<file path="src/hdl/ooo_defines.svh">
`ifndef OOO_DEFINES_SVH
`define OOO_DEFINES_SVH

`define XLEN         32
`define ARCH_REG_SZ  16
`define PHYS_REG_SZ  32
`define ROB_SZ       8
`define RS_SZ        4
`define MULT_STAGES  3
`define ZERO_REG     0

// derived widths
`define ARN_WIDTH    $clog2(`ARCH_REG_SZ)
`define PRN_WIDTH    $clog2(`PHYS_REG_SZ)
`define ROBN_WIDTH   $clog2(`ROB_SZ)
`define FREE_LIST_SZ (`PHYS_REG_SZ - `ARCH_REG_SZ)

`endif

</file>
<file path="src/hdl/ooo_pkg.sv">
`include "ooo_defines.svh"

package ooo_pkg;

    typedef logic [`XLEN-1:0]       data_t;
    typedef logic [`ARN_WIDTH-1:0]  arn_t;
    typedef logic [`PRN_WIDTH-1:0]  prn_t;
    typedef logic [`ROBN_WIDTH-1:0] robn_t;

    typedef enum logic {
        FU_ALU,
        FU_MULT
    } fu_sel_e;

    typedef enum logic [3:0] {
        ALU_ADD,
        ALU_SUB,
        ALU_AND,
        ALU_OR,
        ALU_XOR,
        ALU_SLL,
        ALU_SRL,
        ALU_SLT,
        ALU_MUL
    } alu_func_e;

    typedef enum logic [1:0] {
        NO_ERROR,
        ILLEGAL_INST,
        HALTED
    } exc_e;

    typedef struct packed {
        logic      valid;
        fu_sel_e   fu;
        alu_func_e func;
        arn_t      opa_arn;
        arn_t      opb_arn;
        logic      use_imm;
        data_t     imm;
        arn_t      dest_arn;
        logic      illegal;
        logic      halt;
    } id_ooo_packet_t;

    typedef struct packed {
        logic [`XLEN-`PRN_WIDTH-1:0] pad;
        prn_t                        prn;
    } rs_tag_t;

    // value once ready, producer tag while waiting
    typedef union packed {
        data_t   value;
        rs_tag_t tag;
    } rs_operand_u;

    typedef struct packed {
        logic        valid;
        fu_sel_e     fu;
        alu_func_e   func;
        logic        op1_ready;
        rs_operand_u op1;
        logic        op2_ready;
        rs_operand_u op2;
        prn_t        dest_prn;
        robn_t       robn;
    } rs_entry_t;

    typedef struct packed {
        logic      valid;
        alu_func_e func;
        data_t     op1;
        data_t     op2;
        prn_t      dest_prn;
        robn_t     robn;
    } fu_packet_t;

    typedef struct packed {
        logic  valid;
        prn_t  dest_prn;
        robn_t robn;
        data_t value;
    } cdb_packet_t;

    typedef struct packed {
        prn_t op1_prn;
        prn_t op2_prn;
        prn_t dest_prn;
        prn_t old_prn;
    } rat_is_output_t;

    typedef struct packed {
        arn_t dest_arn;
        prn_t dest_prn;
        prn_t old_prn;
        logic executed;
        logic illegal;
        logic halt;
    } rob_entry_t;

    typedef struct packed {
        logic  valid;
        logic  wr_en;
        arn_t  wr_idx;
        data_t wr_data;
        exc_e  exception_code;
    } ooo_ct_packet_t;

endpackage

</file>
<file path="src/hdl/rob.sv">
`timescale 1ns/1ps
`include "ooo_defines.svh"

module rob import ooo_pkg::*; (
    input  logic        clock,
    input  logic        rst_n,
    input  logic        alloc_en,
    input  rob_entry_t  alloc_entry,
    output robn_t       tail,
    input  cdb_packet_t cdb,
    output rob_entry_t  head_entry,
    output logic        commit,
    output logic        full,
    output logic        halted
);
    rob_entry_t            entries [`ROB_SZ];
    robn_t                 head;
    logic [`ROBN_WIDTH:0]  count;

    assign head_entry = entries[head];
    assign full       = count == `ROB_SZ;
    // nothing retires once a halt has gone out
    assign commit     = count != '0 && entries[head].executed && !halted;

    always_ff @(posedge clock) begin
        if (cdb.valid) begin
            entries[cdb.robn].executed <= 1'b1;
        end
        if (alloc_en) begin
            entries[tail] <= alloc_entry;
        end
    end

    always_ff @(posedge clock) begin
        if (!rst_n) begin
            head   <= '0;
            tail   <= '0;
            count  <= '0;
            halted <= 1'b0;
        end else begin
            if (alloc_en) begin
                tail <= tail + 1'b1;
            end
            if (commit) begin
                head <= head + 1'b1;
                if (head_entry.halt || head_entry.illegal) begin
                    halted <= 1'b1;
                end
            end
            count <= count + {{`ROBN_WIDTH{1'b0}}, alloc_en}
                           - {{`ROBN_WIDTH{1'b0}}, commit};
        end
    end

endmodule

</file>
<file path="config.mk">
export PLATFORM = sky130hd
export DESIGN_NAME = rob
export DESIGN_NICKNAME = d
export VERILOG_FILES = /design/src/hdl/ooo_pkg.sv /design/src/hdl/rob.sv
export VERILOG_INCLUDE_DIRS = /design/src /design/src/hdl
export SDC_FILE = /design/constraint.sdc
export NUM_CORES = 1
export LEC_CHECK = 0
export BUFFER_PORTS_ARGS = -buffer_cell sky130_fd_sc_hd__clkbuf_2
export CAP_MARGIN = 20
export CORE_ASPECT_RATIO = 1.75
export CORE_MARGIN = 3
export CORE_UTILIZATION = 40
export CTS_BUF_LIST = sky130_fd_sc_hd__clkbuf_4 sky130_fd_sc_hd__clkbuf_8
export CTS_CLUSTER_DIAMETER = 30
export CTS_CLUSTER_SIZE = 25
export DETAILED_ROUTE_END_ITERATION = 7
export REMOVE_ABC_BUFFERS = 1
export SLEW_MARGIN = 20
export SYNTH_ARGS = -nofsm -noshare
export SYNTH_HDL_FRONTEND = slang
export SYNTH_SLANG_ARGS = --single-unit
</file>
<file path="constraint.sdc">
create_clock -name clock -period 4.3 [get_ports clock]
set_input_delay 0.86 -clock clock [delete_from_list [all_inputs] [get_ports clock]]
set_output_delay 0.86 -clock clock [all_outputs]
set_load 0.05 [all_outputs]
</file>
# Yosys cells after proc, flatten, opt, wreduce, memory -nomap -nowiden
# Memory sizes are Yosys's and may differ from the RTL's. A register that Yosys moved wholly into a read port is not among the register bits.
# Index checks and enable logic that the tools add are counted.
[op_classes] n_reduce_logical=6 n_eq_ne=1 muxes=6 addsub=4
[op_table] operator="3-bit by 1-bit adder with 3-bit output, second input constant" n=2
[op_table] operator="3-bit two-way mux" n=2
[op_table] operator="4-bit by 1-bit adder with 4-bit output" n=1
[op_table] operator="4-bit == test, second input constant" n=1
[op_table] operator="1-bit two-way mux" n=4
[op_table] operator="4-bit nonzero test" n=1
[op_table] operator="4-bit by 1-bit subtractor with 4-bit output" n=1
[op_table] operator="1-bit logical AND" n=2
[op_table] operator="2-bit AND reduction" n=1
[op_table] operator="1-bit zero test" n=1
[op_table] operator="1-bit logical OR" n=1
[totals] mem_bits_rw=136 memories=1 reg_bits=11
[memory_table] name="entries" words=8 width=17 rd=1 rd_ports_with_merged_regs=1 wr=2 line="rob.sv:16" text="rob_entry_t entries [`ROB_SZ];"

# Logic depth before layout (Yosys ltp)
[logic_depth] word_depth=5 mapped_depth=11

# Worst setup path before layout
# Ideal clock, no wire load.
[synth_timing] path_type="register -> register" from="reg with a tool-made name" to="reg count[2]" setup_time_ns=0.115 slack_ns=1.385 path_buffers=1 t_arrival_ns=2.800 t_required_ns=4.185 stages_incl_launch_ff=12 period_less_slack_ns=2.915 cell_sequence="dfxtp_1 buf_6 mux2_2 o22ai_4 nor4b_4 ha_1 inv_1 ha_1 inv_1 fa_1 xnor2_1 and2_1"
[synth_lines] element="end signal, assigned" line="rob.sv:50" text="count <= count + {{`ROBN_WIDTH{1'b0}}, alloc_en}"
[synth_lines] element="end, declared" line="rob.sv:18" text="logic [`ROBN_WIDTH:0] count;"

==> flow_summary.json <==
{
  "clock_latency_ns": 0.44,
  "final_cell_mix": "128 x edfxtp_1, 46 x clkbuf_2, 32 x mux4_1",
  "cts_max_path_buffers": 2,
  "finalWirelength_mm": 11.1,
  "avgSynthCellArea_um2": 19.5,
  "syn_inst": 311,
  "critPathMaxStageDelay_ns": 0.85,
  "fp.dieArea_mm2": 0.0168,
  "gp_congestion": 0.736,
  "rows": 59,
  "diodes": 0,
  "synth_seq_area_share_pct": 70.5,
  "grt_overflow": 0,
  "status": "finished clean",
  "core_area_mm2": 0.0149,
  "vias": 3002,
  "setup_viol": 0,
  "drive_gt1_share_pct": 29.6,
  "power_leakage_uw": 0.00237,
  "htree_levels": 4,
  "synth-compound-area-share_pct": 2.63,
  "setup-tns-final_ns": 0,
  "grt_pass1_vias": 3083,
  "fill_cells": 1303,
  "die_h_um": 169,
  "timing.fmax_mhz": 276,
  "final_common_cell": "edfxtp_1",
  "nets": 445,
  "synth_xor_area_share_pct": 0.576,
  "grt_pass1_wl_mm": 16.9,
  "netlist_area_mm2": 0.00608,
  "synth-warning-count": 0,
  "drt_iter0_drc": 177,
  "wl_per_cell_um": 19.4,
  "start_kind": "flop",
  "synth_top_family_by_area": "multiplexers",
  "area_growth_pct": 13.6,
  "cts_root_buffer": "clkbuf_8",
  "start_util_pct": 40.8,
  "holdPathStages": 2,
  "fin_worst_skew_ns": 0.0106,
  "grt_max_degree": 27,
  "fin_crit_ns": 3.62,
  "cp_cell_sequence": "buf_4, mux4_1, mux2_2, clkbuf_2",
  "ir_drop_mv": 0.364,
  "cts_tree": "built",
  "detail-route-antenna-nets": 0,
  "slew_viol_final": 0,
  "path_clk_slew_ns": 0.08,
  "numClockSinks": 150,
  "p_per_area_mw_per_mm2": 555,
  "max_cap_viol_count": 0,
  "ctsResizeCount": 0,
  "first_pass_iters": 4,
  "hp-start": "head[2]",
  "stdcell_count": 571,
  "holdWs_ns": 0.478,
  "critical_path_class": "reg -> out",
  "r2r_setup_slack_ns": 1.18,
  "worstPathArrival_ns": 2.76,
  "io_pins": 84,
  "synthMuxAreaShare_pct": 18.2,
  "synth_adder_area_share_pct": 1.98,
  "relSlewSlack_pct": 47.1,
  "multi_input_area_mm2": 0.00170,
  "dp_cells": 539,
  "reg2reg_depth": 10,
  "worst_setup_path_end_kind": "primary output",
  "regToRegEndpoint": "count[2]",
  "required_ns": 3.44,
  "post_cts_buffers": 0,
  "vias_per_cell": 5.26,
  "final.period_utilization_pct": 84.3,
  "antenna_found_initial": 0,
  "cts_buffers": 17,
  "dieWidth_um": 99.2,
  "rsz0062_at_grt": "false",
  "yosys.area_share.simple_pct": 4.36,
  "hold_violations": 0,
  "io_buffers": 46,
  "grtUsageTotal_pct": 13.9,
  "hold_buffers": 0,
  "crit_fanout": 25,
  "yosysUniqueCellTypes": 36,
  "drc_errors": 0,
  "hpwl_mm": 6.78,
  "worst_pin_slew_ns": 0.794,
  "crit_slowest_cell": "dfxtp_2",
  "seq_area_mm2": 0.00429,
  "ys_ff_latch": 150,
  "hp-class": "reg -> reg"
}
kinds of logic after synthesis:
group           after synthesis
mux                          56
buf+inv                      19
flops                       150
xor+xnor                      4
simple gates                 50
fa+ha+maj                     9
compound gates               23
layout make-up:
type,instances,area share [%]
clock buffer,18,3.50
multi-input combinational,142,24.5
timing repair buffer,57,4.53
clock inverter,14,1.68
sequential,150,62.0
inverter,7,0.380
tap,183,3.32
routing by layer:
layer	vias up	share of wire (%)	routed length [um]	track usage, %
met5	-	0	0	0
met4	0	1.3	144	5.89
met3	10	3.7	412	3.34
met2	63	56	6260	25.1
met1	1534	38	4270	15.3
li1	1395	-	-	-
worst max-delay path by stage:
stage          startpoint              to  slack [ns]  depth (start not counted)
4_1_cts              flop  head_entry[14]        0.60                          4
5_1_grt              flop  head_entry[14]        0.54                          4
6_report             flop  head_entry[13]        0.68                          4
3_3_place_gp         flop  head_entry[14]        1.10                          4
2_1_floorplan        flop        count[2]        0.46                         10
3_5_place_dp         flop  head_entry[13]        1.10                          4
report_power, final:
| group | switching (uW) | internal, uW | total, uW |
|---|---|---|---|
| Clock | 545 | 422 | 966 |
| Sequential | 105 | 1660 | 1770 |
| Combinational | 640 | 463 | 1100 |
| Total | 1290 | 2540 | 3840 |
Yosys cell counts (all sizes together):
cell type | n | area [um2]
fa | 1 | 20.0
nor3 | 2 | 10.0
xnor2 | 2 | 17.5
or3b | 1 | 8.76
and2 | 5 | 31.3
edfxtp | 128 | 3840
mux2 | 19 | 214
nand2 | 17 | 63.8
o41ai | 1 | 8.76
o22ai | 1 | 20.0
o21ai | 8 | 40.0
buf | 8 | 67.6
and3 | 1 | 6.26
o31ai | 1 | 7.51
a21oi | 4 | 20.0
a21o | 1 | 7.51
dfxtp | 22 | 440
ha | 8 | 100
o2bb2ai | 1 | 15.0
mux4 | 32 | 841
nand2b | 6 | 37.5
xor2 | 2 | 17.5
a41oi | 1 | 8.76
or4 | 1 | 7.51
nor4b | 1 | 23.8
nor2 | 10 | 37.5
nand3b | 1 | 7.51
a21boi | 1 | 7.51
clkbuf | 4 | 15.0
mux2i | 5 | 50.1
inv | 7 | 26.3
nor2b | 5 | 31.3
a31oi | 4 | 25.0
metrics by stage:
stage / setup WS, ns / area, um2 / power (uW) / util [%]
2_1_floorplan: 0.462 / 6000 / 2650 / -
3_3_place_gp: 1.10 / 6550 / 2900 / 43.9
3_5_place_dp: 1.10 / 6550 / 2930 / 43.9
4_1_cts: 0.602 / 6910 / 3890 / 46.3
5_1_grt: 0.536 / 6910 / 4030 / 46.3
6_report: 0.676 / 6910 / 3840 / 46.3
registers in the layout (all words and copies together) (netlist names), named ones only:
register  cells
head          3
halted        1
tail          3
count         4
entries     136
worst max-delay path, delay by kind of cell, from the launching register on:
family,cells,cell delay (ns)
flip-flops,1,0.85
multiplexers,2,0.87
buffers and inverters,2,0.60
(Power assumes the default switching activity.)
