File: src/hdl/ooo_defines.svh
`ifndef OOO_DEFINES_SVH
`define OOO_DEFINES_SVH

`define XLEN         32
`define ARCH_REG_SZ  16
`define PHYS_REG_SZ  32
`define ROB_SZ       8
`define RS_SZ        4
`define MULT_STAGES  3
`define ZERO_REG     0

// derived widths
`define ARN_WIDTH    $clog2(`ARCH_REG_SZ)
`define PRN_WIDTH    $clog2(`PHYS_REG_SZ)
`define ROBN_WIDTH   $clog2(`ROB_SZ)
`define FREE_LIST_SZ (`PHYS_REG_SZ - `ARCH_REG_SZ)

`endif

File: src/hdl/ooo_pkg.sv
`include "ooo_defines.svh"

package ooo_pkg;

    typedef logic [`XLEN-1:0]       data_t;
    typedef logic [`ARN_WIDTH-1:0]  arn_t;
    typedef logic [`PRN_WIDTH-1:0]  prn_t;
    typedef logic [`ROBN_WIDTH-1:0] robn_t;

    typedef enum logic {
        FU_ALU,
        FU_MULT
    } fu_sel_e;

    typedef enum logic [3:0] {
        ALU_ADD,
        ALU_SUB,
        ALU_AND,
        ALU_OR,
        ALU_XOR,
        ALU_SLL,
        ALU_SRL,
        ALU_SLT,
        ALU_MUL
    } alu_func_e;

    typedef enum logic [1:0] {
        NO_ERROR,
        ILLEGAL_INST,
        HALTED
    } exc_e;

    typedef struct packed {
        logic      valid;
        fu_sel_e   fu;
        alu_func_e func;
        arn_t      opa_arn;
        arn_t      opb_arn;
        logic      use_imm;
        data_t     imm;
        arn_t      dest_arn;
        logic      illegal;
        logic      halt;
    } id_ooo_packet_t;

    typedef struct packed {
        logic [`XLEN-`PRN_WIDTH-1:0] pad;
        prn_t                        prn;
    } rs_tag_t;

    // value once ready, producer tag while waiting
    typedef union packed {
        data_t   value;
        rs_tag_t tag;
    } rs_operand_u;

    typedef struct packed {
        logic        valid;
        fu_sel_e     fu;
        alu_func_e   func;
        logic        op1_ready;
        rs_operand_u op1;
        logic        op2_ready;
        rs_operand_u op2;
        prn_t        dest_prn;
        robn_t       robn;
    } rs_entry_t;

    typedef struct packed {
        logic      valid;
        alu_func_e func;
        data_t     op1;
        data_t     op2;
        prn_t      dest_prn;
        robn_t     robn;
    } fu_packet_t;

    typedef struct packed {
        logic  valid;
        prn_t  dest_prn;
        robn_t robn;
        data_t value;
    } cdb_packet_t;

    typedef struct packed {
        prn_t op1_prn;
        prn_t op2_prn;
        prn_t dest_prn;
        prn_t old_prn;
    } rat_is_output_t;

    typedef struct packed {
        arn_t dest_arn;
        prn_t dest_prn;
        prn_t old_prn;
        logic executed;
        logic illegal;
        logic halt;
    } rob_entry_t;

    typedef struct packed {
        logic  valid;
        logic  wr_en;
        arn_t  wr_idx;
        data_t wr_data;
        exc_e  exception_code;
    } ooo_ct_packet_t;

endpackage

File: src/hdl/fu_cdb.sv
`timescale 1ns/1ps
`include "ooo_defines.svh"

module fu_cdb import ooo_pkg::*; (
    input  logic        clock,
    input  logic        rst_n,
    input  fu_packet_t  alu_packet,
    input  fu_packet_t  mult_packet,
    output logic        alu_avail,
    output logic        mult_avail,
    output cdb_packet_t cdb
);
    localparam int SHAMT_W = $clog2(`XLEN);

    cdb_packet_t alu_result;
    cdb_packet_t mult_pipe [`MULT_STAGES];
    cdb_packet_t mult_out;

    function automatic data_t alu_compute(input fu_packet_t p);
        case (p.func)
            ALU_ADD: return p.op1 + p.op2;
            ALU_SUB: return p.op1 - p.op2;
            ALU_AND: return p.op1 & p.op2;
            ALU_OR:  return p.op1 | p.op2;
            ALU_XOR: return p.op1 ^ p.op2;
            ALU_SLL: return p.op1 << p.op2[SHAMT_W-1:0];
            ALU_SRL: return p.op1 >> p.op2[SHAMT_W-1:0];
            ALU_SLT: return {{(`XLEN-1){1'b0}}, $signed(p.op1) < $signed(p.op2)};
            default: return p.op1 * p.op2;
        endcase
    endfunction

    function automatic cdb_packet_t to_cdb(input fu_packet_t p, input data_t value);
        cdb_packet_t c;
        c.valid    = p.valid;
        c.dest_prn = p.dest_prn;
        c.robn     = p.robn;
        c.value    = value;
        return c;
    endfunction

    assign mult_out = mult_pipe[`MULT_STAGES-1];

    // multiplier owns the bus, alu result waits in its register
    assign cdb        = mult_out.valid ? mult_out : alu_result;
    assign alu_avail  = !alu_result.valid || !mult_out.valid;
    assign mult_avail = 1'b1;

    always_ff @(posedge clock) begin
        if (!rst_n) begin
            alu_result.valid <= 1'b0;
        end else if (alu_avail) begin
            alu_result <= to_cdb(alu_packet, alu_compute(alu_packet));
        end
    end

    always_ff @(posedge clock) begin
        if (!rst_n) begin
            for (int i = 0; i < `MULT_STAGES; i++) begin
                mult_pipe[i].valid <= 1'b0;
            end
        end else begin
            mult_pipe[0] <= to_cdb(mult_packet, mult_packet.op1 * mult_packet.op2);
            for (int i = 1; i < `MULT_STAGES; i++) begin
                mult_pipe[i] <= mult_pipe[i-1];
            end
        end
    end

endmodule

File: config.mk
export PLATFORM = sky130hd
export DESIGN_NAME = fu_cdb
export DESIGN_NICKNAME = d
export VERILOG_FILES = /design/src/hdl/ooo_pkg.sv /design/src/hdl/fu_cdb.sv
export VERILOG_INCLUDE_DIRS = /design/src /design/src/hdl
export SDC_FILE = /design/constraint.sdc
export NUM_CORES = 2
export LEC_CHECK = 0
export ABC_AREA = 1
export BUFFER_PORTS_ARGS = -buffer_cell sky130_fd_sc_hd__buf_2
export CAP_MARGIN = 20
export CELL_PAD_IN_SITES_DETAIL_PLACEMENT = 0
export CELL_PAD_IN_SITES_GLOBAL_PLACEMENT = 2
export CORE_MARGIN = 5
export CORE_UTILIZATION = 25
export CTS_BUF_LIST = sky130_fd_sc_hd__clkbuf_4 sky130_fd_sc_hd__clkbuf_8
export CTS_CLUSTER_DIAMETER = 200
export DETAILED_ROUTE_END_ITERATION = 7
export MAX_ROUTING_LAYER = met4
export PLACE_DENSITY = 0.65
export SYNTH_ARGS = -nofsm -noshare
export SYNTH_HDL_FRONTEND = slang
export SYNTH_SLANG_ARGS = --single-unit
export TNS_END_PERCENT = 30
File: constraint.sdc
create_clock -name clock -period 13.95 [get_ports clock]
set_clock_uncertainty 0.1 [all_clocks]
set_input_delay 1.395 -clock clock [delete_from_list [all_inputs] [get_ports clock]]
set_output_delay 1.395 -clock clock [all_outputs]
set_load 0.02 [all_outputs]
# Word-level counts from Yosys, hierarchy flattened
# Memory sizes are Yosys's and may differ from the RTL's.
# Cells that the tools add are included.
[totals] ff_bits=41 latch_bits=0 ram_bits=123 mem_bits_ro=0 input_bits=156 output_inout_bits=43 word_cells=37 n_memories=1
[classes] add_sub_neg=2 n_mul=2 div=0 magnitude_cmp=1 eq_ne=7 n_shift=2 muxes=7 n_bitwise=6 reduce_logical=5
[mem_list] name="mult_pipe" words=3 word_bits=41 rd=3 rd_clocked_by_memory_dff=0 write_ports=3 line_no="fu_cdb.sv:16" text="cdb_packet_t mult_pipe [`MULT_STAGES];"
[ops] operator="case mux 32 bit (8 select lines)" count=1
[ops] operator="multiplier 32 x 32 -> 32 bit" count=2
[ops] operator="2-to-1 mux 41 bit" count=1
[ops] operator="adder 32 bit" count=1
[ops] operator="AND 32 bit" count=1
[ops] operator="< comparator 32 bit" count=1
[ops] operator="bitwise OR 32 bit" count=1
[ops] operator="left shift 32 x 5 -> 32 bit" count=1
[ops] operator=">> shifter 32 x 5 -> 32 bit" count=1
[ops] operator="subtractor 32 bit" count=1
[ops] operator="bitwise XOR 32 bit" count=1
[ops] operator="== test 4 x 3 -> 1 bit (second input constant)" count=4
[ops] operator="== test 4 x 2 -> 1 bit (second input constant)" count=2
[ops] operator="2-to-1 mux 1 bit" count=5
[ops] operator="== test 4 x 1 -> 1 bit (second input constant)" count=1
[ops] operator="logical NOT 4 bit" count=1
[ops] operator="bitwise OR 1 bit" count=3
[ops] operator="logical NOT 1 bit" count=2
[ops] operator="AND reduction 2 bit" count=1
[ops] operator="logical OR 1 bit" count=1

# Longest topological paths before layout
# An unclocked memory read counts as a cell.
[logic_depth] word_depth=4 mapped_depth=36 depth_no_buf=33

# Least setup slack after synthesis
# Ideal clock, no wire load.
[synth_timing] kind="input-to-reg" start="input port alu_packet[10] (netlist bit)" end="register alu_result[31] (netlist bit), data pin" setup_time_ps=254 arrival_ps=7802 required_ps=13596 setup_slack_ps=5794 stages=29 path_buffers=5 path_cell_list="buf_2 -> buf_2 -> buf_1 -> buf_2 -> buf_2 -> nand2_1 -> inv_1 -> fa_1 -> inv_1 -> fa_1 -> fa_1 -> fa_1 -> inv_1 -> fa_1 -> inv_1 -> fa_1 -> inv_1 -> fa_1 -> fa_1 -> ha_1 -> a21oi_1 -> o21ai_0 -> a21oi_1 -> nand3_1 -> a21o_1 -> a21oi_1 -> nand3_1 -> nand3_1 -> nand2_1"
[synth_between] elab_chain_len=2 word_cells_on_any_way=6 classes_between="2 x add/sub; 1 x mul; 2 x shift; 1 x mux"
[synth_lines] item="start: declaration" line_no="fu_cdb.sv:7" text="input fu_packet_t alu_packet,"
[synth_lines] item="multiplier 32 x 32 -> 32 bit, or another cell as far along" line_no="fu_cdb.sv:29" text="default: return p.op1 * p.op2;"
[synth_lines] item="case mux 32 bit (8 select lines) *" line_no="fu_cdb.sv:20" text="case (p.func)"
[synth_lines] item="end signal: assignment" line_no="fu_cdb.sv:53" text="alu_result <= to_cdb(alu_packet, alu_compute(alu_packet));"
[synth_lines] item="end: declaration" line_no="fu_cdb.sv:15" text="cdb_packet_t alu_result;"
# Mark *: on every way between the ends. The rest lies on a longest branch, timed or not.
# A chain may end at the register's enable or synchronous reset.

# Final worst setup path
[layout_timing] start="input port alu_packet[11] (netlist bit)" end="register alu_result[28] (netlist bit), data pin"
# The elaborated chain is that of the path after synthesis.

==> results.ini <==
[outcome]
status=finished, final reports clean

[placement]
post-place-cells=9164
post-dp-hpwl_microns=156000
placed_area_sq_mm=0.0513
place.gp.congestion=0.931
numPortBuffers=193

[finish]
drive_gt1_share_pct=4.69
design_area_sq_mm=0.0517
area_growth_pct=7.14
final_cell_mix=nand2_1, inv_1, fa_1
nNetsFinal=7974
final_common_cell=nand2_1
nFillCells=21500
fin_cells=9204

[sta]
setup_tns_ps=0
fin_crit_ps=9220
worstMarginPinSlew_ps=1050
slew_headroom_pct=30.2
max_freq_mhz=108
finalMaxSlewViolations=0
fin_crit_sh_pct=66.1
rsz0062_at_grt=no
hold_violations=0
finalSetupViolCount=0
timing.hold.ws_ps=309

[global_route]
grt_pass1_vias=43700
grt-ovfl-total=0
grt_pass1_wl_microns=289000
antenna_found_initial=21
grt_max_degree=96
grt_usage_pct=19.5

[logic_synthesis]
synth_compound_area_share_pct=7.80
synthCells=6729
yosysWarnings=0
synth_seq_cells=164
synthSimpleGateAreaFrac_pct=20.9
synthMuxAreaShare_pct=0.290
netlist_area_sq_mm=0.0483
synthDistinctLibCells=60
synth_fa_ha_area_share_pct=42.8
synth_top_family_by_area=adder cells
synthesis.nets=8046
synth_xor_area_share_pct=0.997
syn_avg_cell_area_sq_um=7.18
synth.yosys.seq_area_share_pct=10.1

[routing]
vias=41200
dr.pass1.iters=5
drt_iter0_markers=2471
routed_wirelength_microns=193000
remaining_drc_errors=0
postRouteAntennaNets=0
via_per_inst=4.47
wl_per_cell_microns=20.9

[cts]
cts_tree=done
cts.repair.resized=0
clockBufferDepth=2
htree_levels=4
path_clk_slew_ps=100
cts_setup_buffers=0
root_buffer=clkbuf_8
insertion_delay_ps=440
cts_sinks=164
numCtsBuffers=17
ctsHoldBuffers=0

[die]
die_h_microns=450
core_area_sq_mm=0.192
fp.dieW_microns=450
die_area_sq_mm=0.202
io_pins=199
initial_core_util_pct=25.1
rows=161

[critical_path]
slowest_stage=o21ai_0
critPathRequiredTime_ps=13940
slowest_delay_ps=780
cp_max_fo=67
path_cells=buf_2, buf_4, nand2_1, inv_1, fa_1, inv_1, fa_1, fa_1, fa_1, inv_1, fa_1, fa_1, fa_1, fa_1, ha_1, a21oi_1, inv_1, a31oi_1, inv_1, nand2_1, o211a_1, nand2_1, o21ai_0, nand4_1
critPathKind=input pin to register
end_kind=register
crit_path_frequent_cell=fa_1
cp-start-kind=input pin
worstPathArrival_ps=9210

[flow_run]
maxCapViolations=0

[hold_path]
min_path_type=register to register

## critical path, delay by kind of cell
family	cells	cell delay, ps
adders and majority gates	9	4230
AOI/OAI and AO/OA	4	1310
buffers and inverters	7	1580
and+or+nand+nor	4	610
## area by class of cell
class	instances	area, sq um	area share (%)
Multi-Input combinational cell	4431	35200	68.0
Clock inverter	11	138	0.266
Tap cell	2526	3160	6.11
Sequential cell	164	4880	9.44
Clock buffer	19	249	0.481
Inverter	1803	6770	13.1
Timing Repair Buffer	240	1340	2.58
Antenna cell	10	25.0	0.0484
## kinds of logic (layout without fill, tap and decap cells)
family | Yosys count | in the layout
buffers and inverters | 2134 | 2073
xor gates and xnor gates | 55 | 55
muxes | 14 | 14
and+or+nand+nor | 2532 | 2532
DFF | 164 | 164
AOI/OAI and AO/OA | 668 | 668
other | 1 | 11
adders and majority gates | 1161 | 1161
## flip-flops by register name, summed over array words and instances, names as in the netlist
| name | flops |
|---|---|
| alu_result | 41 |
| mult_pipe | 123 |
## metal layers
| metal | part of all wire (%) | GRT usage, % |
|---|---|---|
| met5 | 0 | - |
| met4 | 2.9 | 5.02 |
| met3 | 2.4 | 0.602 |
| met2 | 51 | 34.4 |
| met1 | 44 | 24.7 |
## final timing paths
| check | to | depth (start not counted) | slack, ps | from |
|---|---|---|---|---|
| setup reg to reg | alu_result[14] | 3 | 12160 | mult_pipe[0][122] |
| hold reg to reg | mult_pipe[0][81] | 2 | 310 | mult_pipe[0][40] |
| setup / recovery | alu_result[28] | 24 | 4730 | alu_packet[11] |
| hold / removal | mult_pipe[0][81] | 2 | 310 | mult_pipe[0][40] |
## synth_stat cells, drive strengths merged
cell,count,area [sq um]
a211oi,12,90.1
a21boi,12,90.1
o2111a,1,11.3
a21oi,228,1150
a31o,1,8.76
nor2,217,815
o31ai,9,72.6
o21a,12,90.1
nand3b,15,113
xnor2,19,166
buf,162,832
ha,343,4290
conb,1,3.75
clkbuf,169,641
nand3,222,1110
inv,1800,6760
nor3,32,165
o211a,2,20.0
a311oi,1,8.76
o22ai,19,119
a221oi,9,85.1
o221ai,5,43.8
o2111ai,13,114
a22o,1,8.76
dfxtp,4,80.1
clkinv,3,11.3
or2,17,106
o21bai,13,105
edfxtp,160,4800
nand2,1968,7400
nor4,6,50.0
o211ai,9,67.6
fa,818,16400
mux2i,14,140
a21o,10,75.1
o21ai,298,1520
nand4,49,307
and3,3,18.8
a22oi,1,12.5
xor2,36,315
nor3b,1,12.5
a31oi,12,75.1
and2,2,12.5
## stage by stage
step | worst slack (ps) | utilization (%)
2_1_floorplan | 5790 | -
3_3_place_gp | 4290 | 26.7
4_1_cts | 4780 | 26.9
5_1_grt | 4460 | 26.9
3_5_place_dp | 4290 | 26.7
6_report | 4730 | 26.9
Power is left out: the tool's default activity adds up to more than one toggle a clock period on the data nets, which glitch-free logic cannot reach.
