===== src/hdl/ooo_defines.svh =====
`ifndef OOO_DEFINES_SVH
`define OOO_DEFINES_SVH

`define XLEN         32
`define ARCH_REG_SZ  16
`define PHYS_REG_SZ  32
`define ROB_SZ       8
`define RS_SZ        4
`define MULT_STAGES  3
`define ZERO_REG     0

// derived widths
`define ARN_WIDTH    $clog2(`ARCH_REG_SZ)
`define PRN_WIDTH    $clog2(`PHYS_REG_SZ)
`define ROBN_WIDTH   $clog2(`ROB_SZ)
`define FREE_LIST_SZ (`PHYS_REG_SZ - `ARCH_REG_SZ)

`endif


===== src/hdl/ooo_pkg.sv =====
`include "ooo_defines.svh"

package ooo_pkg;

    typedef logic [`XLEN-1:0]       data_t;
    typedef logic [`ARN_WIDTH-1:0]  arn_t;
    typedef logic [`PRN_WIDTH-1:0]  prn_t;
    typedef logic [`ROBN_WIDTH-1:0] robn_t;

    typedef enum logic {
        FU_ALU,
        FU_MULT
    } fu_sel_e;

    typedef enum logic [3:0] {
        ALU_ADD,
        ALU_SUB,
        ALU_AND,
        ALU_OR,
        ALU_XOR,
        ALU_SLL,
        ALU_SRL,
        ALU_SLT,
        ALU_MUL
    } alu_func_e;

    typedef enum logic [1:0] {
        NO_ERROR,
        ILLEGAL_INST,
        HALTED
    } exc_e;

    typedef struct packed {
        logic      valid;
        fu_sel_e   fu;
        alu_func_e func;
        arn_t      opa_arn;
        arn_t      opb_arn;
        logic      use_imm;
        data_t     imm;
        arn_t      dest_arn;
        logic      illegal;
        logic      halt;
    } id_ooo_packet_t;

    typedef struct packed {
        logic [`XLEN-`PRN_WIDTH-1:0] pad;
        prn_t                        prn;
    } rs_tag_t;

    // value once ready, producer tag while waiting
    typedef union packed {
        data_t   value;
        rs_tag_t tag;
    } rs_operand_u;

    typedef struct packed {
        logic        valid;
        fu_sel_e     fu;
        alu_func_e   func;
        logic        op1_ready;
        rs_operand_u op1;
        logic        op2_ready;
        rs_operand_u op2;
        prn_t        dest_prn;
        robn_t       robn;
    } rs_entry_t;

    typedef struct packed {
        logic      valid;
        alu_func_e func;
        data_t     op1;
        data_t     op2;
        prn_t      dest_prn;
        robn_t     robn;
    } fu_packet_t;

    typedef struct packed {
        logic  valid;
        prn_t  dest_prn;
        robn_t robn;
        data_t value;
    } cdb_packet_t;

    typedef struct packed {
        prn_t op1_prn;
        prn_t op2_prn;
        prn_t dest_prn;
        prn_t old_prn;
    } rat_is_output_t;

    typedef struct packed {
        arn_t dest_arn;
        prn_t dest_prn;
        prn_t old_prn;
        logic executed;
        logic illegal;
        logic halt;
    } rob_entry_t;

    typedef struct packed {
        logic  valid;
        logic  wr_en;
        arn_t  wr_idx;
        data_t wr_data;
        exc_e  exception_code;
    } ooo_ct_packet_t;

endpackage


===== src/hdl/rat.sv =====
`timescale 1ns/1ps
`include "ooo_defines.svh"

module rat import ooo_pkg::*; (
    input  logic           clock,
    input  logic           rst_n,
    input  logic           rename_en,
    input  arn_t           opa_arn,
    input  arn_t           opb_arn,
    input  arn_t           dest_arn,
    output rat_is_output_t rat_is_output,
    input  logic           free_en,
    input  prn_t           free_prn,
    output logic           free_empty
);
    localparam int FL_PTR_W = $clog2(`FREE_LIST_SZ);

    prn_t                map       [`ARCH_REG_SZ];
    prn_t                free_list [`FREE_LIST_SZ];
    logic [FL_PTR_W-1:0] head;
    logic [FL_PTR_W-1:0] tail;
    logic [FL_PTR_W:0]   count;
    logic                pop;

    // zero register keeps prn 0
    assign pop        = rename_en && dest_arn != `ZERO_REG;
    assign free_empty = count == '0;

    always_comb begin
        rat_is_output.op1_prn  = map[opa_arn];
        rat_is_output.op2_prn  = map[opb_arn];
        rat_is_output.old_prn  = map[dest_arn];
        rat_is_output.dest_prn = (dest_arn == `ZERO_REG) ? prn_t'(0) : free_list[head];
    end

    always_ff @(posedge clock) begin
        if (!rst_n) begin
            for (int i = 0; i < `ARCH_REG_SZ; i++) begin
                map[i] <= prn_t'(i);
            end
            // all prns above the arch set start free
            for (int i = 0; i < `FREE_LIST_SZ; i++) begin
                free_list[i] <= prn_t'(`ARCH_REG_SZ + i);
            end
            head  <= '0;
            tail  <= '0;
            count <= (FL_PTR_W+1)'(`FREE_LIST_SZ);
        end else begin
            if (pop) begin
                map[dest_arn] <= free_list[head];
                head          <= head + 1'b1;
            end
            if (free_en) begin
                free_list[tail] <= free_prn;
                tail            <= tail + 1'b1;
            end
            count <= count + {{FL_PTR_W{1'b0}}, free_en} - {{FL_PTR_W{1'b0}}, pop};
        end
    end

endmodule


===== config.mk =====
export PLATFORM = sky130hd
export DESIGN_NAME = rat
export DESIGN_NICKNAME = d
export VERILOG_FILES = /design/src/hdl/ooo_pkg.sv /design/src/hdl/rat.sv
export VERILOG_INCLUDE_DIRS = /design/src /design/src/hdl
export SDC_FILE = /design/constraint.sdc
export NUM_CORES = 1
export LEC_CHECK = 0
export ABC_AREA = 1
export BUFFER_PORTS_ARGS = -buffer_cell sky130_fd_sc_hd__buf_2
export CORE_MARGIN = 4
export CORE_UTILIZATION = 40
export CTS_CLUSTER_DIAMETER = 200
export DETAILED_ROUTE_END_ITERATION = 10
export GPL_TIMING_DRIVEN = 0
export RECOVER_POWER = 100
export SETUP_SLACK_MARGIN = 0.3
export SYNTH_ARGS = -nofsm -noshare
export SYNTH_HDL_FRONTEND = slang
export SYNTH_SLANG_ARGS = --single-unit

===== constraint.sdc =====
create_clock -name clock -period 1.99 [get_ports clock]
set_clock_uncertainty 0.05 [all_clocks]
set_input_delay 0.398 -clock clock [delete_from_list [all_inputs] [get_ports clock]]
set_output_delay 0.398 -clock clock [all_outputs]
set_load 0.05 [all_outputs]

Yosys cells after proc, flatten, opt, wreduce, memory -nomap -nowiden
Memory sizes are Yosys's and may differ from the RTL's. A register that Yosys moved wholly into a read port is not among the register bits. Index checks and enable logic that the tools add are counted. Widths: inputs -> output; s select.

Bits in registers: 13. RAM bits: 160. Input bits: 21. Output and inout bits: 21. Memories kept: 2.

Memories: free_list (depth 16, width 5, read ports 1, clocked after Yosys merged registers in 1, wr ports 16, line rat.sv:19) `` prn_t free_list [`FREE_LIST_SZ]; ``; map (depth 16, width 5, read ports 3, clocked after Yosys merged registers in 0, wr ports 16, line rat.sv:18) `` prn_t map [`ARCH_REG_SZ]; ``.

Add/sub/neg operators: 4. Multiplexer cells: 16. Reductions and logical operators: 6.

Operators with widths (number): $mux 4 (4); $mux 5 (3); $reduce_or 5->1 (2); $mux 1 (9); $add 4x1->4 const B (2); $add 5x1->5 (1); $logic_not 5->1 (1); $sub 5x1->5 (1); $logic_not 4->1 (1); $reduce_bool 4->1 (1); $logic_and 1x1->1 (1).

Logic depth before layout (Yosys ltp)
Gate-level depths: netlist of run 1.

Depth after elaboration: 7. Mapped depth: 14.

Worst setup path after synthesis of run 1
No wires, ideal clock.

Path type: register to output. Start point: register with a tool-made name. End point: output port rat_is_output[7] (netlist bit). Data arrival time: 1.868 ns. Required time: 1.542 ns. Slack: -0.326 ns. Stages on the path, launching flop included: 11. Cells stage by stage: dfxtp_1 -> buf_6 -> inv_6 -> buf_6 -> nand2_1 -> nand2_1 -> nand2_1 -> nand3_1 -> nand3_2 -> buf_6 -> a21oi_1.

RTL lines: to (decl) (line rat.sv:11) `output rat_is_output_t rat_is_output,`.

==> impl_metrics.ini, run 1 <==
[run_status]
outcome = finished with violations
violations = setup timing

[synth]
async_reset_ff_share_pct = 0
synth_top_cell_by_area = edfxtp_1
synth_warnings = 0
synth_common_cells = 310 x nand2_1, 160 x edfxtp_1, 143 x inv_1
synth_xor_xnor_area_share_pct = 0.174
synth-edff-count = 160
ys_top_cells_by_area = edfxtp_1 48%, nand2_1 12%, nand3_1 6.7%
synth_cells = 1213
ys.flop_type = edfxtp_1
synth_area_sq_um = 10100
synthMuxAreaShare_pct = 0
synthAdderAreaFrac_pct = 1.44
synth-simple-area-share_pct = 24.0
seq_area_frac_synth_pct = 51.0
yosysMostFrequentCell = nand2_1
synth_top_area_share_pct = 47.6
ys_ff_latch = 177
synth-compound-area-share_pct = 13.8
synth_top_family_by_area = simple AND/OR/NAND/NOR gates
synth.distinct_cells = 35
syn_area_per_cell_sq_um = 8.31

[clock_tree]
numCtsBuffers = 17
clkLatencyLatePin_ns = 0.43
cts_buffer_depth = 2
path_clk_slew_ns = 0.06
cts_tree = done
cts.sinks = 177
cts_root_buffer = clkbuf_16
h-tree-depth = 4

[flow_run]
maxCapViolations = 0

[timing]
fin_crit_sh_pct = 122
clock.fmax_mhz = 411
rsz0062_at_grt = true
fin_ws_ns = -0.445
slew_violations = 0
slew-limit-headroom_pct = 55.4
setup_viol = 173
worst_pin_slew_ns = 0.662
tns_ns = -27.25
layout_min_cycle_time_ns = 2.43
hold_violations = 0

[floorplan]
ioPinCount = 42
dieHeight_um = 167
rows = 57
dieArea_sq_um = 27800
initial_core_util_pct = 41.1
coreArea_sq_um = 24500
die_w_um = 167

[critical_path]
cpMostUsedCell = nand2_1
critPathKind = reg2out
max_stage_delay_ns = 0.31
cp-end-kind = output pin
worstPathMaxFanout = 10
crit_family = buffers and inverters
required_ns = 1.54
crit_path_cell_trace = buf_6, inv_6, buf_8, nand2_1, nand2_1, nand2_1, nand3_2, nand3_4, buf_8, a21oi_4, buf_6
slowest_stage = dfxtp_1
cp-start-kind = flip-flop
crit_buf_inv = 5
critPathArrivalTime_ns = 1.99

[place]
place.gp.congestion = 0.983
place_ws_ns = -0.545
io_buffers = 37
hpwl_um = 24200

[grt]
antenna_found_initial = 0
grt_pass1_vias = 8852
grt_max_degree = 17
grt-ovfl-total = 0
grt_usage_pct = 23.2
grt_pass1_wl_um = 49900

[route]
wire_per_inst_um = 20.0
drc_errors = 0
drt_iter0_drc = 885
routed_wl_um = 33100
drt_pass1_iterations = 6
viasPerCell = 5.38
ant_nets = 0
via_count = 8921

[layout]
nNetsFinal = 1353
synthToLayoutAreaGrowth_pct = 29.7
drive_gt1_share_pct = 31.2
antenna_cells = 0

[power_and_ir_drop]
vdd_drop_max_mv = 0.597
p_leak_nw = 5.01
p_per_area_nw_per_um2 = 747

[min_path]
min_path_type = in2reg
## cell usage in the layout (no fill, tap or decap), types with 15 or more instances in the layout
cell type  netlist  routed
a21oi_1         84      62
a21oi_2         14      29
buf_2           14      16
buf_4            6      40
buf_6           11      26
buf_8            0      24
clkbuf_1        36      18
clkbuf_16        0      18
clkbuf_2         0      16
edfxtp_1       160     160
inv_1          143      96
inv_2            5      52
nand2_1        310     274
nand2_2          1      15
nand2_4          4      22
nand3_1        134      76
nand3_2         10      54
nor2_1          70      65
o211ai_1        40      40
o21ai_0        107      38
o21ai_1          0      46
o21ai_2          0      19
## per-stage QoR
step | std cells | util [%] | hold slack [ns] | power (mW) | area (sq um)
floorplan | 1217 | - | 0.409 | 5.51 | 10400
global placement | 1578 | 44.7 | 0.438 | 6.01 | 11000
detailed placement | 1578 | 44.7 | 0.441 | 6.02 | 11000
CTS | 1635 | 51.0 | 0.242 | 9.59 | 12500
global route | 1658 | 53.3 | 0.264 | 10.1 | 13100
finish | 1658 | 53.3 | 0.258 | 9.77 | 13100
## power breakdown
part           leakage (nW)  total, mW  switching, mW  internal [mW]
clock                 0.275       3.24           1.39           1.85
combinational          3.22       2.26           1.46          0.804
sequential             1.52       4.27         0.0930           4.18
## cell families (layout without fill, tap and decap cells)
logic type,after synthesis,count (layout)
compound gates,247,247
xor+xnor,2,2
fa+ha+maj,11,11
buf+inv,221,338
flops,177,177
other cells,1,5
simple gates,554,554
## per-layer routing
metal | vias to the layer above | part of all wire, % | wire, um | GRT usage, %
li1 | 4291 | - | - | -
met1 | 4182 | 41 | 13700 | 28.9
met2 | 346 | 49 | 16300 | 39.4
met3 | 102 | 4.7 | 1550 | 3.15
met4 | 0 | 4.9 | 1630 | 12.1
met5 | - | 0 | 0 | 0
## repair_timing
action                     in CTS  in global routing
hold buffers                    0                  0
setup buffers                  25                 22
setup endpoints to repair     153                244
gates cloned                    0                  1
resized for setup             297                162
pin swaps                     108                 78
## tightest hold or removal path: stages
cell	delay, ns
buf_2	0.14
nor2_1	0.10
nor2_1	0.05
## final timing paths
check                               start          endpoint  slack (ns)  cells past startpoint
worst max-delay path            flip-flop  rat_is_output[5]       -0.44                     11
worst min-delay path              free_en           tail[0]        0.26                      3
worst max register to register    tail[0]   free_list[3][0]        0.16                      7
worst min register to register    head[0]           head[0]        0.46                      1
## flip-flops by register name (all words and copies together), names as in the netlist, named ones only
name	cells
count	5
head	4
tail	4
map	80
free_list	80
## cell type report
| class | instances | area (sq um) |
|---|---|---|
| sequential | 177 | 5150 |
| clock inverter | 13 | 138 |
| tap | 324 | 405 |
| fill | 2251 | 11500 |
| timing repair buffer | 85 | 798 |
| inverter | 152 | 577 |
| multi-input combinational | 819 | 4990 |
| clock buffer | 19 | 433 |
| buffer | 69 | 591 |
No activity file was read; power rests on OpenSTA's default activity.
==> inputs of run 2 (changes only) <==
--- a/config.mk
+++ b/config.mk
@@ -6,7 +6,6 @@
 export SDC_FILE = /design/constraint.sdc
 export NUM_CORES = 1
 export LEC_CHECK = 0
-export ABC_AREA = 1
 export BUFFER_PORTS_ARGS = -buffer_cell sky130_fd_sc_hd__buf_2
 export CORE_MARGIN = 4
 export CORE_UTILIZATION = 40
==> run 2 against run 1 <==
  * The run still ends with setup timing left
  * Hold slack better by 0.031 ns
  * Sequential share of layout area is 3.8 points higher
  * Power is 1.7% lower
  * Final area is 8.7% lower
  * Critical endpoint unchanged
  * Largest cell class unchanged
==> impl_metrics.ini, run 2 <==
[synth]
async_reset_ff_share_pct = 0
synth_warnings = 0
synthAdderAreaFrac_pct = 1.54
yosysMostFrequentCell = edfxtp_1
ys.flop_type = edfxtp_1
synth_top_cell_by_area = edfxtp_1
synth_common_cells = 160 x edfxtp_1, 106 x nand2_1, 76 x nor2_1
synth-simple-area-share_pct = 15.1
synth_top_family_by_area = multiplexers
synth_top_area_share_pct = 50.9
synth-edff-count = 160
syn_area_per_cell_sq_um = 13.5
ys_ff_latch = 177
ys_top_cells_by_area = edfxtp_1 51%, mux4_2 15%, nand2_1 4.2%
synth_xor_xnor_area_share_pct = 0.649
synth_area_sq_um = 9450
synth.distinct_cells = 41
seq_area_frac_synth_pct = 54.5
synthMuxAreaShare_pct = 21.3
synth-compound-area-share_pct = 3.43
synth_cells = 700

[critical_path]
max_stage_delay_ns = 0.52
cpMostUsedCell = buf_12
required_ns = 1.54
critPathCapture = rat_is_output[5]
crit_family = multiplexers
cp-start-kind = flip-flop
worstPathMaxFanout = 5
r2r-end = map[8][2]
crit_path_cell_trace = buf_12, buf_12, mux4_2, mux2i_4, mux2_4, buf_8, nor2_4, buf_6
critPathKind = reg2out
cp_num_cells = 8
worstRegToRegCells = 9
slowest_stage = mux4_2
crit_buf_inv = 4
rrSetupSlack_ns = -0.36
critPathArrivalTime_ns = 2.34
cp-end-kind = output pin

[timing]
slew-limit-headroom_pct = 26.0
hold_violations = 0
rsz0062_at_grt = true
worst_pin_slew_ns = 1.11
tns_ns = -28.47
layout_min_cycle_time_ns = 2.79
fin_crit_sh_pct = 140
clock.fmax_mhz = 358
setup_viol = 167
slew_violations = 0
fin_ws_ns = -0.801

[route]
viasPerCell = 5.62
drt_pass1_iterations = 5
drc_errors = 0
wire_per_inst_um = 23.1
drt_iter0_drc = 545
via_count = 6347
routed_wl_um = 26100
ant_nets = 0

[grt]
grt_max_degree = 17
grt-ovfl-total = 0
grt_pass1_vias = 6642
antenna_found_initial = 0
grt_usage_pct = 20.2
grt_pass1_wl_um = 39100

[place]
io_buffers = 33
hpwl_um = 18900
place_ws_ns = -0.872
place.gp.congestion = 0.859

[power_and_ir_drop]
combPwrFrac_pct = 21.1
p_sw_mw = 2.64
p_seq_share_pct = 44.5
p_per_area_nw_per_um2 = 804
p_leak_nw = 4.01
vdd_drop_max_mv = 0.620
power_mw = 9.61
clkPwrFrac_pct = 34.4
p_sw_share_pct = 27.4
power.internal_mw = 6.97

[floorplan]
dieArea_sq_um = 26100
initial_core_util_pct = 41.2
rows = 55
ioPinCount = 42
coreArea_sq_um = 22900
dieHeight_um = 162
die_w_um = 162

[layout]
fill_cells = 1920
most-common-layout-cells = 160 x edfxtp_1, 84 x nand2_1, 77 x mux4_2
synthToLayoutAreaGrowth_pct = 26.4
drive_gt1_share_pct = 46.4
antenna_cells = 0
largestRegisters = free_list x80, map x80, count x5
nNetsFinal = 835
register_area_sq_um = 5160
multiInputGateArea_sq_um = 4490
final_common_cell = edfxtp_1

[clock_tree]
cts_root_buffer = clkbuf_16
cts_hold_buf = 0
cts_buffer_depth = 2
cts_tree = done
path_clk_slew_ns = 0.07
h-tree-depth = 4
clkLatencyLatePin_ns = 0.42
cts.sinks = 177
numCtsBuffers = 17

[run_status]
outcome = finished with violations
violations = setup timing

[min_path]
min_path_type = in2reg

[flow_run]
maxCapViolations = 0
-- run 2: kinds of logic after synthesis --
family | after synthesis
mux | 96
buf+inv | 61
other cells | 1
flops | 177
simple gates | 305
fa+ha+maj | 11
xor+xnor | 7
compound gates | 42
-- run 2: power groups by stage --
| stage | sequential [mW] | clock, mW | combinational [mW] |
|---|---|---|---|
| 6_report | 4.28 | 3.30 | 2.02 |
| 2_1_floorplan | 4.31 | 0 | 1.19 |
| 3_3_place_gp | 4.34 | 0 | 1.53 |
| 4_1_cts | 4.27 | 3.33 | 1.90 |
| 3_5_place_dp | 4.34 | 0 | 1.57 |
| 5_1_grt | 4.29 | 3.50 | 2.15 |
-- run 2: what timing repair did --
item                       in CTS  in global routing
cloned                          4                  0
gates resized for setup       110                 51
setup buffers                  25                 18
setup endpoints to repair     319                213
pin swaps                      26                 15
-- run 2: how the worst min path moves through the flow --
stage	from	to	slack (ns)	cells past startpoint
CTS	free_prn[0]	free_list[3][0]	0.27	2
finish	free_prn[0]	free_list[3][0]	0.29	2
global route	free_prn[0]	free_list[3][0]	0.29	2
global placement	head[3]	head[3]	0.44	2
floorplan	head[3]	flip-flop	0.43	2
detailed placement	head[3]	head[3]	0.47	2
-- run 2: cell type report --
type	instances	area share, %
tap	313	3.28
clock buffer	18	3.59
timing repair buffer	80	6.82
inverter	13	0.409
sequential	177	43.2
buffer	48	3.82
clock inverter	14	1.28
multi-input combinational	466	37.6
-- run 2: routing by layer --
metal	up-vias	routed length, um	GRT usage, %
li1	2836	-	-
met1	3196	9980	24.2
met2	270	13900	37.4
met3	45	1610	3.35
met4	0	568	5.96
met5	-	0	0
-- run 2: stage by stage --
| step | area (sq um) | utilization, % | instances | hold slack [ns] |
|---|---|---|---|---|
| floorplan | 9990 | - | 704 | 0.430 |
| global placement | 10500 | 46.0 | 1050 | 0.444 |
| finish | 11900 | 52.1 | 1129 | 0.288 |
| detailed placement | 10500 | 46.0 | 1050 | 0.465 |
| global route | 11900 | 52.1 | 1129 | 0.290 |
| CTS | 11800 | 51.3 | 1111 | 0.272 |
==> inputs of run 3 (changes only) <==
--- a/config.mk
+++ b/config.mk
@@ -9,7 +9,9 @@
 export BUFFER_PORTS_ARGS = -buffer_cell sky130_fd_sc_hd__buf_2
 export CORE_MARGIN = 4
 export CORE_UTILIZATION = 40
+export CTS_BUF_LIST = sky130_fd_sc_hd__clkbuf_2
 export CTS_CLUSTER_DIAMETER = 200
+export CTS_CLUSTER_SIZE = 20
 export DETAILED_ROUTE_END_ITERATION = 10
 export GPL_TIMING_DRIVEN = 0
 export RECOVER_POWER = 100
==> run 3 against run 2 <==
  * Critical endpoint is now rat_is_output[6]
  * The run still ends with setup timing left
  * Final area shrank 2.3%
  * Hold slack lost 0.21 ns
  * Largest power group unchanged
  * Register-to-register slack lost 0.02 ns
  * Power shrank 15%
  * Sequential share of layout area grew 1.0 points
  * Routed wire length shrank 0.44%
  * Sequential power is essentially flat
  * Setup slack lost 0.36 ns
  * Core utilization shrank 1.2 points
  * Sequential cell count is the same
  * Clock power shrank 42%
  * Clock-buffer cell count is the same
==> impl_metrics.ini, run 3 (synthesized netlist as in run 2, its figures left out) <==
[run_status]
outcome = finished with violations
violations = setup timing

[grt]
grt-ovfl-total = 0
grt_pass1_vias = 6623
antenna_found_initial = 1
grt_max_degree = 17
grt_usage_pct = 20.2
grt_pass1_wl_um = 39200

[critical_path]
worstPathMaxFanout = 5
crit_family = multiplexers
max_stage_delay_ns = 0.51
critPathArrivalTime_ns = 2.71
cpMostUsedCell = buf_6
required_ns = 1.54
critPathKind = reg2out
crit_path_cell_trace = buf_12, buf_16, buf_6, mux4_2, mux2i_1, mux2_4, buf_8, nor2_2, buf_6
slowest_stage = mux4_2
cp-end-kind = output pin
crit_buf_inv = 5
cp-start-kind = flip-flop

[place]
place_area_sq_um = 10500
place.gp.congestion = 0.859
hpwl_um = 18900
place_ws_ns = -0.872
dp.cells = 1050
io_buffers = 33

[route]
viasPerCell = 5.58
wire_per_inst_um = 23.0
drt_pass1_iterations = 6
routed_wl_um = 26000
ant_nets = 0
drc_errors = 0
drt_iter0_drc = 448
via_count = 6318

[layout]
final_common_cell = edfxtp_1
largestRegisters = free_list x80, map x80, count x5
fin_cells = 1132
final_area_sq_um = 11700
synthToLayoutAreaGrowth_pct = 23.5
most-common-layout-cells = 160 x edfxtp_1, 82 x nand2_1, 77 x mux4_2
nNetsFinal = 837
drive_gt1_share_pct = 45.5

[timing]
slew_violations = 0
setup_viol = 127
rsz0062_at_grt = true
clock.fmax_mhz = 317
fin_crit_sh_pct = 158
layout_min_cycle_time_ns = 3.15
slew-limit-headroom_pct = 23.9
fin_ws_ns = -1.16
hold_ws_ns = 0.0780
worst_pin_slew_ns = 1.14
hold_violations = 0

[clock_tree]
path_clk_slew_ns = 0.27
numCtsBuffers = 17
cts_tree = done
clkLatencyLatePin_ns = 0.76
cts_buffer_depth = 2
cts_root_buffer = clkbuf_2
h-tree-depth = 4
cts.sinks = 177

[floorplan]
dieArea_sq_um = 26100
coreArea_sq_um = 22900
rows = 55
dieHeight_um = 162
ioPinCount = 42
die_w_um = 162
initial_core_util_pct = 41.2

[power_and_ir_drop]
p_per_area_nw_per_um2 = 703
vdd_drop_max_mv = 0.363
p_leak_nw = 3.88

[flow_run]
maxCapViolations = 0

[min_path]
min_path_type = in2reg
-- run 3: timing repair --
item,4_1_cts,5_1_grt
gates resized for setup,109,56
endpoints found under the hold margin,33,0
hold buffers,10,0
buffers inserted,20,14
cloned,4,1
pin swaps,28,25
setup endpoints to repair,281,254
-- run 3: power breakdown --
part	leakage, nW	switching (mW)	internal, mW	total (mW)
Sequential	1.52	0.0979	4.18	4.27
Clock	0.150	1.30	0.603	1.90
Combinational	2.21	1.09	0.933	2.03
Total	3.88	2.49	5.71	8.20
-- run 3: layer usage --
| metal | routed length (um) | track usage, % | vias up |
|---|---|---|---|
| met3 | 1340 | 2.82 | 37 |
| met5 | 0 | 0 | - |
| met4 | 498 | 5.42 | 0 |
| met1 | 10100 | 24.4 | 3205 |
| met2 | 14100 | 38.0 | 236 |
| li1 | - | - | 2840 |
-- run 3: metrics by stage --
step	TNS [ns]	utilization, %	power [mW]
6_report	-31.08	50.9	8.20
4_1_cts	-29.28	50.0	8.09
3_5_place_dp	-119.07	46.0	5.92
3_3_place_gp	-92.85	46.0	5.87
2_1_floorplan	-1.57	-	5.50
5_1_grt	-43.53	50.9	8.50
-- run 3: final cells by class --
cell class                 instances  area, sq um
multi-input combinational        466         4480
timing repair buffer              82          896
antenna                            1         2.50
inverter                          13         48.8
clock buffer                      18         90.1
clock inverter                    14          153
tap                              313          392
fill                            1990        11200
buffer                            48          448
sequential                       177         5160
-- run 3: worst reg2reg max path: stages (launching register included) --
cell       delay (ns)
dfxtp_4          0.43
buf_12           0.11
buf_16           0.12
mux4_2           0.53
mux2i_2          0.20
mux2_4           0.21
buf_12           0.12
buf_4            0.11
bufbuf_16        0.24
nor2_1           0.04
-- run 3: path summary, 6_finish.rpt --
path | start | to | slack [ns] | cells past startpoint
worst max-delay path | flip-flop | rat_is_output[6] | -1.16 | 9
worst min register to register | head[3] | head[3] | 0.51 | 2
worst min-delay path | free_en | tail[3] | 0.08 | 5
worst max register to register | flip-flop | map[2][2] | -0.38 | 9
